<file path="config.mk">
export PLATFORM = sky130hd
export DESIGN_NAME = gr_heep_top
export DESIGN_NICKNAME = d
export VERILOG_FILES = /design/src/verilog/gr_heep_pkg.sv /design/src/verilog/reg_bus_if.sv /design/src/verilog/gr_heep_top.sv /design/src/verilog/pad_ring.sv /design/src/verilog/exit_regs.sv /design/src/verilog/gpio_regs.sv /design/src/verilog/pad_control.sv /design/src/verilog/obi_periph_ctrl.sv
export SDC_FILE = /design/constraint.sdc
export NUM_CORES = 1
export LEC_CHECK = 0
export BUFFER_PORTS_ARGS = -buffer_cell sky130_fd_sc_hd__buf_2
export CAP_MARGIN = 20
export CELL_PAD_IN_SITES_DETAIL_PLACEMENT = 1
export CELL_PAD_IN_SITES_GLOBAL_PLACEMENT = 1
export CORE_MARGIN = 1
export CORE_UTILIZATION = 29
export DETAILED_ROUTE_END_ITERATION = 10
export PLACE_DENSITY_LB_ADDON = 0.1
export SYNTH_ARGS = -nofsm -noshare
export SYNTH_HDL_FRONTEND = slang
export SYNTH_HIERARCHICAL = 1
export SYNTH_SLANG_ARGS = --single-unit
</file>
<file path="constraint.sdc">
create_clock -name clk_i -period 5.06 [get_ports clk_i]
set_clock_uncertainty 0.15 [all_clocks]
set_input_delay 0.506 -clock clk_i [delete_from_list [all_inputs] [get_ports clk_i]]
set_output_delay 0.506 -clock clk_i [all_outputs]
set_load 0.03 [all_outputs]
</file>
<file path="src/verilog/gr_heep_pkg.sv">
package gr_heep_pkg;

  // Bus widths
  typedef logic [31:0] bus_addr_t;
  typedef logic [31:0] bus_data_t;
  typedef logic [3:0]  bus_be_t;

  // Address fields
  typedef logic [3:0] periph_sel_t;
  typedef logic [9:0] reg_offset_t;
  localparam int unsigned PeriphSelLsb = 12;
  localparam int unsigned RegOffsetLsb = 2;

  // 0 keeps the GPIO function, 1 picks the alternate one
  typedef logic pad_mux_t;

  // ------------------------------------------------------------
  // Peripheral map and register offsets
  // ------------------------------------------------------------
  localparam periph_sel_t PeriphPadCtrl = 4'd0;
  localparam periph_sel_t PeriphGpio    = 4'd1;
  localparam periph_sel_t PeriphExit    = 4'd2;

  localparam reg_offset_t PadMuxGpio2Off = 10'd0;
  localparam reg_offset_t PadMuxGpio4Off = 10'd1;

  localparam reg_offset_t GpioOutOff = 10'd0;
  localparam reg_offset_t GpioOeOff  = 10'd1;
  localparam reg_offset_t GpioInOff  = 10'd2;

  localparam reg_offset_t ExitValueOff = 10'd0;

  localparam int unsigned NumGpioDefault = 5;

  // Byte-lane merge of a write into a register word
  function automatic bus_data_t be_merge(bus_data_t old_val, bus_data_t new_val, bus_be_t be);
    bus_data_t res;
    res = old_val;
    for (int i = 0; i < $bits(bus_be_t); i++) begin
      if (be[i]) begin
        res[8*i+:8] = new_val[8*i+:8];
      end
    end
    return res;
  endfunction

endpackage
</file>
<file path="src/verilog/reg_bus_if.sv">
`timescale 1ns/1ps

interface reg_bus_if;
  import gr_heep_pkg::*;

  // Strobe-style register access, one word per cycle
  logic        valid;
  logic        write;
  bus_be_t     wstrb;
  reg_offset_t addr;
  bus_data_t   wdata;
  // Combinational read of the addressed register
  bus_data_t   rdata;

  modport host (
    output valid,
    output write,
    output wstrb,
    output addr,
    output wdata,
    input  rdata
  );

  modport device (
    input  valid,
    input  write,
    input  wstrb,
    input  addr,
    input  wdata,
    output rdata
  );

endinterface

</file>
<file path="src/verilog/gr_heep_top.sv">
`timescale 1ns/1ps

module gr_heep_top (
  input  logic                   clk_i,
  input  logic                   rst_n_i,

  // OBI slave port for the external bridge
  input  logic                   req_i,
  input  logic                   we_i,
  input  gr_heep_pkg::bus_be_t   be_i,
  input  gr_heep_pkg::bus_addr_t addr_i,
  input  gr_heep_pkg::bus_data_t wdata_i,
  output logic                   gnt_o,
  output logic                   rvalid_o,
  output gr_heep_pkg::bus_data_t rdata_o,

  // Pins
  input  logic                   gpio_0_i,
  input  logic                   gpio_1_i,
  input  logic                   gpio_3_i,
  output logic                   gpio_0_o,
  output logic                   gpio_0_oe_o,
  output logic                   gpio_1_o,
  output logic                   gpio_1_oe_o,
  output logic                   gpio_2_o,
  output logic                   gpio_4_o,
  output logic                   exit_valid_o,
  output logic                   exit_value_o
);
  import gr_heep_pkg::*;

  localparam int unsigned NumGpio = NumGpioDefault;

  reg_bus_if pad_bus ();
  reg_bus_if gpio_bus ();
  reg_bus_if exit_bus ();

  pad_mux_t           pad_mux_gpio2;
  pad_mux_t           pad_mux_gpio4;
  logic [NumGpio-1:0] gpio_out;
  logic [NumGpio-1:0] gpio_oe;
  logic [NumGpio-1:0] gpio_in;
  bus_data_t          exit_value;
  logic               exit_valid;

  // ------------------------------------------------------------
  // Bus controller
  // ------------------------------------------------------------
  obi_periph_ctrl u_obi_periph_ctrl (
    .clk_i     (clk_i),
    .rst_n_i   (rst_n_i),
    .req_i     (req_i),
    .we_i      (we_i),
    .be_i      (be_i),
    .addr_i    (addr_i),
    .wdata_i   (wdata_i),
    .gnt_o     (gnt_o),
    .rvalid_o  (rvalid_o),
    .rdata_o   (rdata_o),
    .pad_bus_o (pad_bus.host),
    .gpio_bus_o(gpio_bus.host),
    .exit_bus_o(exit_bus.host)
  );

  // ------------------------------------------------------------
  // Peripherals
  // ------------------------------------------------------------
  pad_control u_pad_control (
    .clk_i          (clk_i),
    .rst_n_i        (rst_n_i),
    .reg_bus_i      (pad_bus.device),
    .pad_mux_gpio2_o(pad_mux_gpio2),
    .pad_mux_gpio4_o(pad_mux_gpio4)
  );

  gpio_regs #(
    .NumGpio(NumGpio)
  ) u_gpio_regs (
    .clk_i     (clk_i),
    .rst_n_i   (rst_n_i),
    .reg_bus_i (gpio_bus.device),
    .gpio_in_i (gpio_in),
    .gpio_out_o(gpio_out),
    .gpio_oe_o (gpio_oe)
  );

  exit_regs u_exit_regs (
    .clk_i       (clk_i),
    .rst_n_i     (rst_n_i),
    .reg_bus_i   (exit_bus.device),
    .exit_value_o(exit_value),
    .exit_valid_o(exit_valid)
  );

  // Pad ring
  pad_ring #(
    .NumGpio(NumGpio)
  ) u_pad_ring (
    .gpio_out_i     (gpio_out),
    .gpio_oe_i      (gpio_oe),
    .gpio_in_o      (gpio_in),
    .pad_mux_gpio2_i(pad_mux_gpio2),
    .pad_mux_gpio4_i(pad_mux_gpio4),
    .exit_valid_i   (exit_valid),
    .exit_value_i   (exit_value),
    .gpio_0_i       (gpio_0_i),
    .gpio_1_i       (gpio_1_i),
    .gpio_3_i       (gpio_3_i),
    .gpio_0_o       (gpio_0_o),
    .gpio_0_oe_o    (gpio_0_oe_o),
    .gpio_1_o       (gpio_1_o),
    .gpio_1_oe_o    (gpio_1_oe_o),
    .gpio_2_o       (gpio_2_o),
    .gpio_4_o       (gpio_4_o),
    .exit_valid_o   (exit_valid_o),
    .exit_value_o   (exit_value_o)
  );

endmodule

</file>
<file path="src/verilog/pad_ring.sv">
`timescale 1ns/1ps

module pad_ring #(
  parameter int unsigned NumGpio = gr_heep_pkg::NumGpioDefault
) (
  // Core side
  input  logic [NumGpio-1:0]      gpio_out_i,
  input  logic [NumGpio-1:0]      gpio_oe_i,
  output logic [NumGpio-1:0]      gpio_in_o,
  input  gr_heep_pkg::pad_mux_t   pad_mux_gpio2_i,
  input  gr_heep_pkg::pad_mux_t   pad_mux_gpio4_i,
  input  logic                    exit_valid_i,
  input  gr_heep_pkg::bus_data_t  exit_value_i,

  // Pin side
  input  logic                    gpio_0_i,
  input  logic                    gpio_1_i,
  input  logic                    gpio_3_i,
  output logic                    gpio_0_o,
  output logic                    gpio_0_oe_o,
  output logic                    gpio_1_o,
  output logic                    gpio_1_oe_o,
  output logic                    gpio_2_o,
  output logic                    gpio_4_o,
  output logic                    exit_valid_o,
  output logic                    exit_value_o
);

  // Only pins 0, 1 and 3 can be read back
  always_comb begin
    gpio_in_o    = '0;
    gpio_in_o[0] = gpio_0_i;
    gpio_in_o[1] = gpio_1_i;
    gpio_in_o[3] = gpio_3_i;
  end

  // Bidirectional pins
  assign gpio_0_o    = gpio_out_i[0];
  assign gpio_0_oe_o = gpio_oe_i[0];
  assign gpio_1_o    = gpio_out_i[1];
  assign gpio_1_oe_o = gpio_oe_i[1];

  // Shared output pins
  assign gpio_2_o = pad_mux_gpio2_i ? exit_valid_i : gpio_out_i[2];
  assign gpio_4_o = pad_mux_gpio4_i ? exit_value_i[0] : gpio_out_i[4];

  assign exit_valid_o = exit_valid_i;
  assign exit_value_o = exit_value_i[0];

endmodule

</file>
<file path="src/verilog/exit_regs.sv">
`timescale 1ns/1ps

module exit_regs (
  input  logic                   clk_i,
  input  logic                   rst_n_i,
  reg_bus_if.device              reg_bus_i,
  output gr_heep_pkg::bus_data_t exit_value_o,
  output logic                   exit_valid_o
);
  import gr_heep_pkg::*;

  bus_data_t value_q;
  logic      valid_q;

  // Any write to the value marks the exit, the flag is sticky
  always_ff @(posedge clk_i) begin
    if (!rst_n_i) begin
      value_q <= '0;
      valid_q <= 1'b0;
    end else if (reg_bus_i.valid && reg_bus_i.write && (reg_bus_i.addr == ExitValueOff)) begin
      value_q <= be_merge(value_q, reg_bus_i.wdata, reg_bus_i.wstrb);
      valid_q <= 1'b1;
    end
  end

  assign reg_bus_i.rdata = (reg_bus_i.addr == ExitValueOff) ? value_q : '0;

  assign exit_value_o = value_q;
  assign exit_valid_o = valid_q;

  a_exit_valid_sticky: assert property (
    @(posedge clk_i) disable iff (!rst_n_i)
    exit_valid_o |=> exit_valid_o
  );

endmodule

</file>
<file path="src/verilog/gpio_regs.sv">
`timescale 1ns/1ps

module gpio_regs #(
  parameter int unsigned NumGpio = gr_heep_pkg::NumGpioDefault
) (
  input  logic               clk_i,
  input  logic               rst_n_i,
  reg_bus_if.device          reg_bus_i,
  input  logic [NumGpio-1:0] gpio_in_i,
  output logic [NumGpio-1:0] gpio_out_o,
  output logic [NumGpio-1:0] gpio_oe_o
);
  import gr_heep_pkg::*;

  logic [NumGpio-1:0] out_q;
  logic [NumGpio-1:0] oe_q;
  logic [NumGpio-1:0] in_meta_q;
  logic [NumGpio-1:0] in_sync_q;

  // Zero-extended register views
  bus_data_t out_word;
  bus_data_t oe_word;
  bus_data_t in_word;
  bus_data_t out_merged;
  bus_data_t oe_merged;

  assign out_word = bus_data_t'(out_q);
  assign oe_word  = bus_data_t'(oe_q);
  assign in_word  = bus_data_t'(in_sync_q);

  assign out_merged = be_merge(out_word, reg_bus_i.wdata, reg_bus_i.wstrb);
  assign oe_merged  = be_merge(oe_word, reg_bus_i.wdata, reg_bus_i.wstrb);

  always_ff @(posedge clk_i) begin
    if (!rst_n_i) begin
      out_q <= '0;
      oe_q  <= '0;
    end else if (reg_bus_i.valid && reg_bus_i.write) begin
      case (reg_bus_i.addr)
        GpioOutOff: out_q <= out_merged[NumGpio-1:0];
        GpioOeOff:  oe_q  <= oe_merged[NumGpio-1:0];
        default: ;  // IN is read-only
      endcase
    end
  end

  // Two-flop synchronizer on the pins
  always_ff @(posedge clk_i) begin
    if (!rst_n_i) begin
      in_meta_q <= '0;
      in_sync_q <= '0;
    end else begin
      in_meta_q <= gpio_in_i;
      in_sync_q <= in_meta_q;
    end
  end

  always_comb begin
    case (reg_bus_i.addr)
      GpioOutOff: reg_bus_i.rdata = out_word;
      GpioOeOff:  reg_bus_i.rdata = oe_word;
      GpioInOff:  reg_bus_i.rdata = in_word;
      default:    reg_bus_i.rdata = '0;
    endcase
  end

  assign gpio_out_o = out_q;
  assign gpio_oe_o  = oe_q;

  a_upper_bits_zero: assert property (
    @(posedge clk_i) disable iff (!rst_n_i)
    (reg_bus_i.rdata >> NumGpio) == '0
  );

endmodule

</file>
<file path="src/verilog/pad_control.sv">
`timescale 1ns/1ps

module pad_control (
  input  logic                  clk_i,
  input  logic                  rst_n_i,
  reg_bus_if.device             reg_bus_i,
  output gr_heep_pkg::pad_mux_t pad_mux_gpio2_o,
  output gr_heep_pkg::pad_mux_t pad_mux_gpio4_o
);
  import gr_heep_pkg::*;

  pad_mux_t mux_gpio2_q;
  pad_mux_t mux_gpio4_q;

  // Select bits live in bit 0, only byte lane 0 matters
  always_ff @(posedge clk_i) begin
    if (!rst_n_i) begin
      mux_gpio2_q <= 1'b0;
      mux_gpio4_q <= 1'b0;
    end else if (reg_bus_i.valid && reg_bus_i.write && reg_bus_i.wstrb[0]) begin
      case (reg_bus_i.addr)
        PadMuxGpio2Off: mux_gpio2_q <= reg_bus_i.wdata[0];
        PadMuxGpio4Off: mux_gpio4_q <= reg_bus_i.wdata[0];
        default: ;
      endcase
    end
  end

  always_comb begin
    reg_bus_i.rdata = '0;
    case (reg_bus_i.addr)
      PadMuxGpio2Off: reg_bus_i.rdata[0] = mux_gpio2_q;
      PadMuxGpio4Off: reg_bus_i.rdata[0] = mux_gpio4_q;
      default: ;
    endcase
  end

  assign pad_mux_gpio2_o = mux_gpio2_q;
  assign pad_mux_gpio4_o = mux_gpio4_q;

  // Offset comes from the OBI address through the controller
  a_addr_known: assert property (
    @(posedge clk_i) disable iff (!rst_n_i)
    reg_bus_i.valid |-> !$isunknown(reg_bus_i.addr)
  );

endmodule

</file>
<file path="src/verilog/obi_periph_ctrl.sv">
`timescale 1ns/1ps

module obi_periph_ctrl (
  input  logic                  clk_i,
  input  logic                  rst_n_i,

  // OBI request
  input  logic                  req_i,
  input  logic                  we_i,
  input  gr_heep_pkg::bus_be_t   be_i,
  input  gr_heep_pkg::bus_addr_t addr_i,
  input  gr_heep_pkg::bus_data_t wdata_i,

  // OBI response
  output logic                  gnt_o,
  output logic                  rvalid_o,
  output gr_heep_pkg::bus_data_t rdata_o,

  // Register buses to the peripherals
  reg_bus_if.host               pad_bus_o,
  reg_bus_if.host               gpio_bus_o,
  reg_bus_if.host               exit_bus_o
);
  import gr_heep_pkg::*;

  periph_sel_t sel;
  reg_offset_t offset;
  logic        gnt;
  bus_data_t   rdata_mux;
  logic        rvalid_q;
  bus_data_t   rdata_q;

  // ------------------------------------------------------------
  // Request side
  // ------------------------------------------------------------
  assign sel    = addr_i[PeriphSelLsb+:$bits(periph_sel_t)];
  assign offset = addr_i[RegOffsetLsb+:$bits(reg_offset_t)];

  // No back-pressure, every request is taken in its own cycle
  assign gnt   = req_i & rst_n_i;
  assign gnt_o = gnt;

  assign pad_bus_o.valid  = gnt && (sel == PeriphPadCtrl);
  assign pad_bus_o.write  = we_i;
  assign pad_bus_o.wstrb  = be_i;
  assign pad_bus_o.addr   = offset;
  assign pad_bus_o.wdata  = wdata_i;

  assign gpio_bus_o.valid = gnt && (sel == PeriphGpio);
  assign gpio_bus_o.write = we_i;
  assign gpio_bus_o.wstrb = be_i;
  assign gpio_bus_o.addr  = offset;
  assign gpio_bus_o.wdata = wdata_i;

  assign exit_bus_o.valid = gnt && (sel == PeriphExit);
  assign exit_bus_o.write = we_i;
  assign exit_bus_o.wstrb = be_i;
  assign exit_bus_o.addr  = offset;
  assign exit_bus_o.wdata = wdata_i;

  // Read data demux, writes and holes return zero
  always_comb begin
    case (sel)
      PeriphPadCtrl: rdata_mux = pad_bus_o.rdata;
      PeriphGpio:    rdata_mux = gpio_bus_o.rdata;
      PeriphExit:    rdata_mux = exit_bus_o.rdata;
      default:       rdata_mux = '0;
    endcase
    if (we_i) begin
      rdata_mux = '0;
    end
  end

  // ------------------------------------------------------------
  // Response stage
  // ------------------------------------------------------------
  always_ff @(posedge clk_i) begin
    if (!rst_n_i) begin
      rvalid_q <= 1'b0;
      rdata_q  <= '0;
    end else begin
      rvalid_q <= gnt;
      // Sampled before the peripheral applies a write at this edge
      if (gnt) begin
        rdata_q <= rdata_mux;
      end
    end
  end

  assign rvalid_o = rvalid_q;
  assign rdata_o  = rdata_q;

  // Every grant gets exactly one response, on the next cycle
  a_rvalid_after_gnt: assert property (
    @(posedge clk_i) disable iff (!rst_n_i)
    rvalid_o == $past(gnt_o)
  );

endmodule

</file>
After elaboration in Yosys (flattened, before gate mapping)
Cells that the tools add are included.
- input bits: 75
- register bits: 88
- output and inout bits: 42
- muxes and demuxes: 7
- equality and inequality tests: 4
- reductions and logical operators: 18
- bitwise gates (word level): 1
- operator list (kind ; count):
    $pmux 32 s3 ; 1
    $mux 32 ; 2
    $pmux 5 s3 ; 1
    $reduce_and 2->1 ; 6
    $eq 10x1->1 const B ; 1
    $eq 10x2->1 const B ; 1
    $logic_not 10->1 ; 1
    $logic_and 1x1->1 ; 8
    $reduce_and 3->1 ; 2
    $eq 4x1->1 const B ; 1
    $eq 4x2->1 const B ; 1
    $logic_not 4->1 ; 1
    $mux 1 ; 2
    $pmux 1 s2 ; 1
    $and 1x1->1 ; 1

Longest topological paths before layout
- depth in word-level cells: 5
- mapped depth: 9
- depth with buffers taken out: 6

Hierarchy
The synthesis kept the hierarchy.
- by module, submodules not included (module ; instances ; area an instance (um2) ; seq. area each (um2) ; cells each):
    obi_periph_ctrl ; 1 ; 2706.3 ; 660.6 ; 314
    exit_regs ; 1 ; 1634.1 ; 660.6 ; 188
    gpio_regs ; 1 ; 1064.8 ; 400.4 ; 115
    pad_control ; 1 ; 390.4 ; 40.0 ; 50
    pad_ring ; 1 ; 116.4 ; 0.0 ; 14

Worst setup path after synthesis
Ideal clock, no wire load.
- kind: input-to-reg
- start point: input port addr_i[3]
- end point: register u_obi_periph_ctrl.rdata_q[21], in the netlist u_obi_periph_ctrl/rdata_o[21]
- cell stages on the path: 9
- slack: 2.605 ns
- arrival time: 2.236 ns
- cell sequence: buf_4 or4_4 buf_6 nor3_2 clkbuf_1 and2_1 mux2_2 a22oi_1 o21ai_1
- longest elaborated chain between the ends: 4
- RTL lines (element ; line ; source):
    from (decl) ; gr_heep_top.sv:11 ; input gr_heep_pkg::bus_addr_t addr_i,
    $logic_not 10->1 ; exit_regs.sv:26 ; assign reg_bus_i.rdata = (reg_bus_i.addr == ExitValueOff) ? value_q : '0;
    $mux 32 ; exit_regs.sv:26 ;
    net exit_bus.rdata[21] ; reg_bus_if.sv:13 ; bus_data_t rdata;
    $pmux 32 s3 ; obi_periph_ctrl.sv:63 ; case (sel)
    $mux 32 ; obi_periph_ctrl.sv:69 ; if (we_i) begin
    to (signal assigned) ; obi_periph_ctrl.sv:85 ; rdata_q <= rdata_mux;
    to (decl) ; obi_periph_ctrl.sv:31 ; bus_data_t rdata_q;
The timed path passes the listed nets, and every way through them passes these cells.
A chain may end at the register's enable or synchronous reset.

Final worst setup path
- start point: input port addr_i[13]
- end point: register u_exit_regs.value_q[8], in the netlist u_exit_regs/exit_value_o[8]
- longest elaborated chain between the ends: 5
- RTL lines (element ; line ; source):
    $eq 4x2->1 ; obi_periph_ctrl.sv:55 ; assign exit_bus_o.valid = gnt && (sel == PeriphExit);
    $logic_and 1x1->1 ; obi_periph_ctrl.sv:55 ;
    net exit_bus.valid ; reg_bus_if.sv:7 ; logic valid;
    $logic_and 1x1->1 (2 in a row) ; exit_regs.sv:20 ; end else if (reg_bus_i.valid && reg_bus_i.write && (reg_bus_i.addr == ExitValueOff)) begin
    $reduce_and 2->1 (no line) ; -- ;
    to (signal assigned) ; exit_regs.sv:21 ; value_q <= be_merge(value_q, reg_bus_i.wdata, reg_bus_i.wstrb);
    to (decl) ; exit_regs.sv:12 ; bus_data_t value_q;
The timed path passes the listed nets, and every way through them passes these cells.

==> metrics.txt <==
final critical-path required period 2.62 ns; first-pass GRT wire length 22100 um; Max Root-Sink Buffers 2; vias in the first global route 4049; cell family with most CP delay simple AND/OR/NAND/NOR gates; synth-to-layout area growth 1.29%; largest net degree at the start of global routing 98; power per cell area 271 nW/um2; initial DRC count 219; DP Wirelength 9490 um; Worst path max stage delay 0.70 ns; CTS root buf clkbuf_16; placed cell count 827; Core Util, Final 30.3%; Worst EP arrival 2.73 ns; # IOs 117; final hold violations 0; Die H 139 um; DR vias 3778; clock sink count 88; initial antenna violation count 0; Die ar. 19300 um2; Max VDD drop 0.147 mV; WS Path Type primary input to flip-flop; Crit path buffers/inverters 1; CTS tree built; Layout Cells excl Fill 845; CTS Hold Bufs 0; Worst Path Required 5.18 ns; fillers 2198; Slowest-stage cell, CP nor4_4; drc violations 4; Final Cycle Share 51.7%; failing checks design-rule violations; Final TNS setup 0 ns; gr usage total 14.9%; startpoint types primary input; Max Slew Vio Count 0; Final Routed Wirelength 13600 um; Clock Latency Late Sink 0.34 ns; Clk pin slew, worst setup/hold paths 0.06 ns; Setup Buffers After CTS 0; Multi-input gate area 2560 um2; Post-DP Area 5190 um2; Leak 2.26 nW; Max Fanout on Critical Path 21; first-pass iteration count of the detailed router 7; # setup viols final 0; initial core utilization 29.9%; RD Place Congestion 0.699; Worst-Margin Slew 0.976 ns; Post-Syn Area 5430 um2; post-cts sizing count 0; CP Cell Sequence buf_2 > nor2b_2 > nor2b_1 > nand3_1 > nor4_4 > mux2i_1; layout cell share with drive strength beyond 1 26.0%; Post-Layout Inst Area 5500 um2; Overflow after GRT 0; R2R cell count 5; status finished with violations; port bufs 98; Max-slew headroom 34.9%; Max-Cap Viols 0; Routed WL per cell 16.1 um; max frequency 382 MHz; Mean Syn Cell Area 8.80 um2; remaining antenna violation count 0; WP depth 6; Syn. warnings 6; CORE AREA 18100 um2; total CTS buffers 9; Via-to-Cell Ratio 4.47; count of mapped cells out of synthesis 617; n_diodes 0; NumNets Final 686; Worst Setup End Kind flip-flop; H-tree levels 3; Reg area 1760 um2; worst hold stages 2; Tot Pwr 1.49 mW; Row Count 49; HP Class primary input to flip-flop; die extent in x 139 um; RSZ-0062 raised after global routing false
==> metrics by stage <==
stage / hold slack (ns) / worst slack [ns]
final: 0.216 / 2.44
after global routing: 0.221 / 2.19
after detailed placement: 0.275 / 2.00
after floorplan: 0.262 / 2.61
after CTS: 0.196 / 2.38
after global placement: 0.275 / 1.75
==> final cells by class <==
class / count / share of cell area (%)
Timing Repair Buffer: 108 / 10.6
Multi-Input combinational cell: 398 / 46.5
Clock buffer: 10 / 4.16
Tap cell: 229 / 5.21
Inverter: 6 / 0.409
Sequential cell: 88 / 32.0
Clock inverter: 6 / 1.09
==> report_power, final <==
| group | switching, mW | internal [mW] |
|---|---|---|
| sequential | 0.00162 | 0.697 |
| clock | 0.287 | 0.380 |
| combinational | 0.0786 | 0.0457 |
| total | 0.367 | 1.12 |
==> flip-flops by register name (all words and copies together), names as in the netlist <==
name,count
u_exit_regs/exit_value_o,32
u_obi_periph_ctrl/rdata_o,32
u_gpio_regs/gpio_oe_o,5
u_gpio_regs/gpio_out_o,5
u_gpio_regs/in_meta_q,5
u_gpio_regs/in_sync_q,5
u_exit_regs/exit_valid_o,1
u_obi_periph_ctrl/rvalid_o,1
u_pad_control/pad_mux_gpio2_o,1
u_pad_control/pad_mux_gpio4_o,1
==> routing by layer <==
metal	track usage, %	share of wire (%)	vias up	wire, um
li1	-	-	1878	-
met1	18.6	48	1800	6490
met3	2.49	3.7	19	508
met2	25.0	46	81	6230
met4	7.02	2.8	0	381
met5	0	0	-	0
==> worst reg2reg max path: stages, from the launching register on <==
cell	delay, ns
dfxtp_1	0.33
inv_1	0.05
nor4_1	0.04
a221o_1	0.30
a222oi_1	0.31
o21ai_1	0.10
==> final timing paths <==
check | from | endpoint | slack, ns
worst max register to register | u_gpio_regs/gpio_out_o[4] | u_obi_periph_ctrl/rdata_o[4] | 3.65
worst max-delay path | addr_i[13] | u_exit_regs/exit_value_o[8] | 2.44
worst min-delay path | gpio_1_i | u_gpio_regs/in_meta_q[1] | 0.22
worst min register to register | u_gpio_regs/in_meta_q[4] | u_gpio_regs/in_sync_q[4] | 0.28
==> layout by cell type, fill, tap and decap left out, drive strengths merged, types with 3 or more instances in the layout <==
cell type / count
nand2: 114
conb: 60
inv: 6
a222oi: 17
buf: 108
mux2: 17
mux2i: 45
o21ai: 32
a22oi: 15
nor3: 5
and2: 44
or4: 5
a221o: 5
nand3: 6
dfxtp: 88
clkinv: 3
nor4: 14
nor2b: 5
clkbuf: 10
Power figures use the tool's default switching activity.
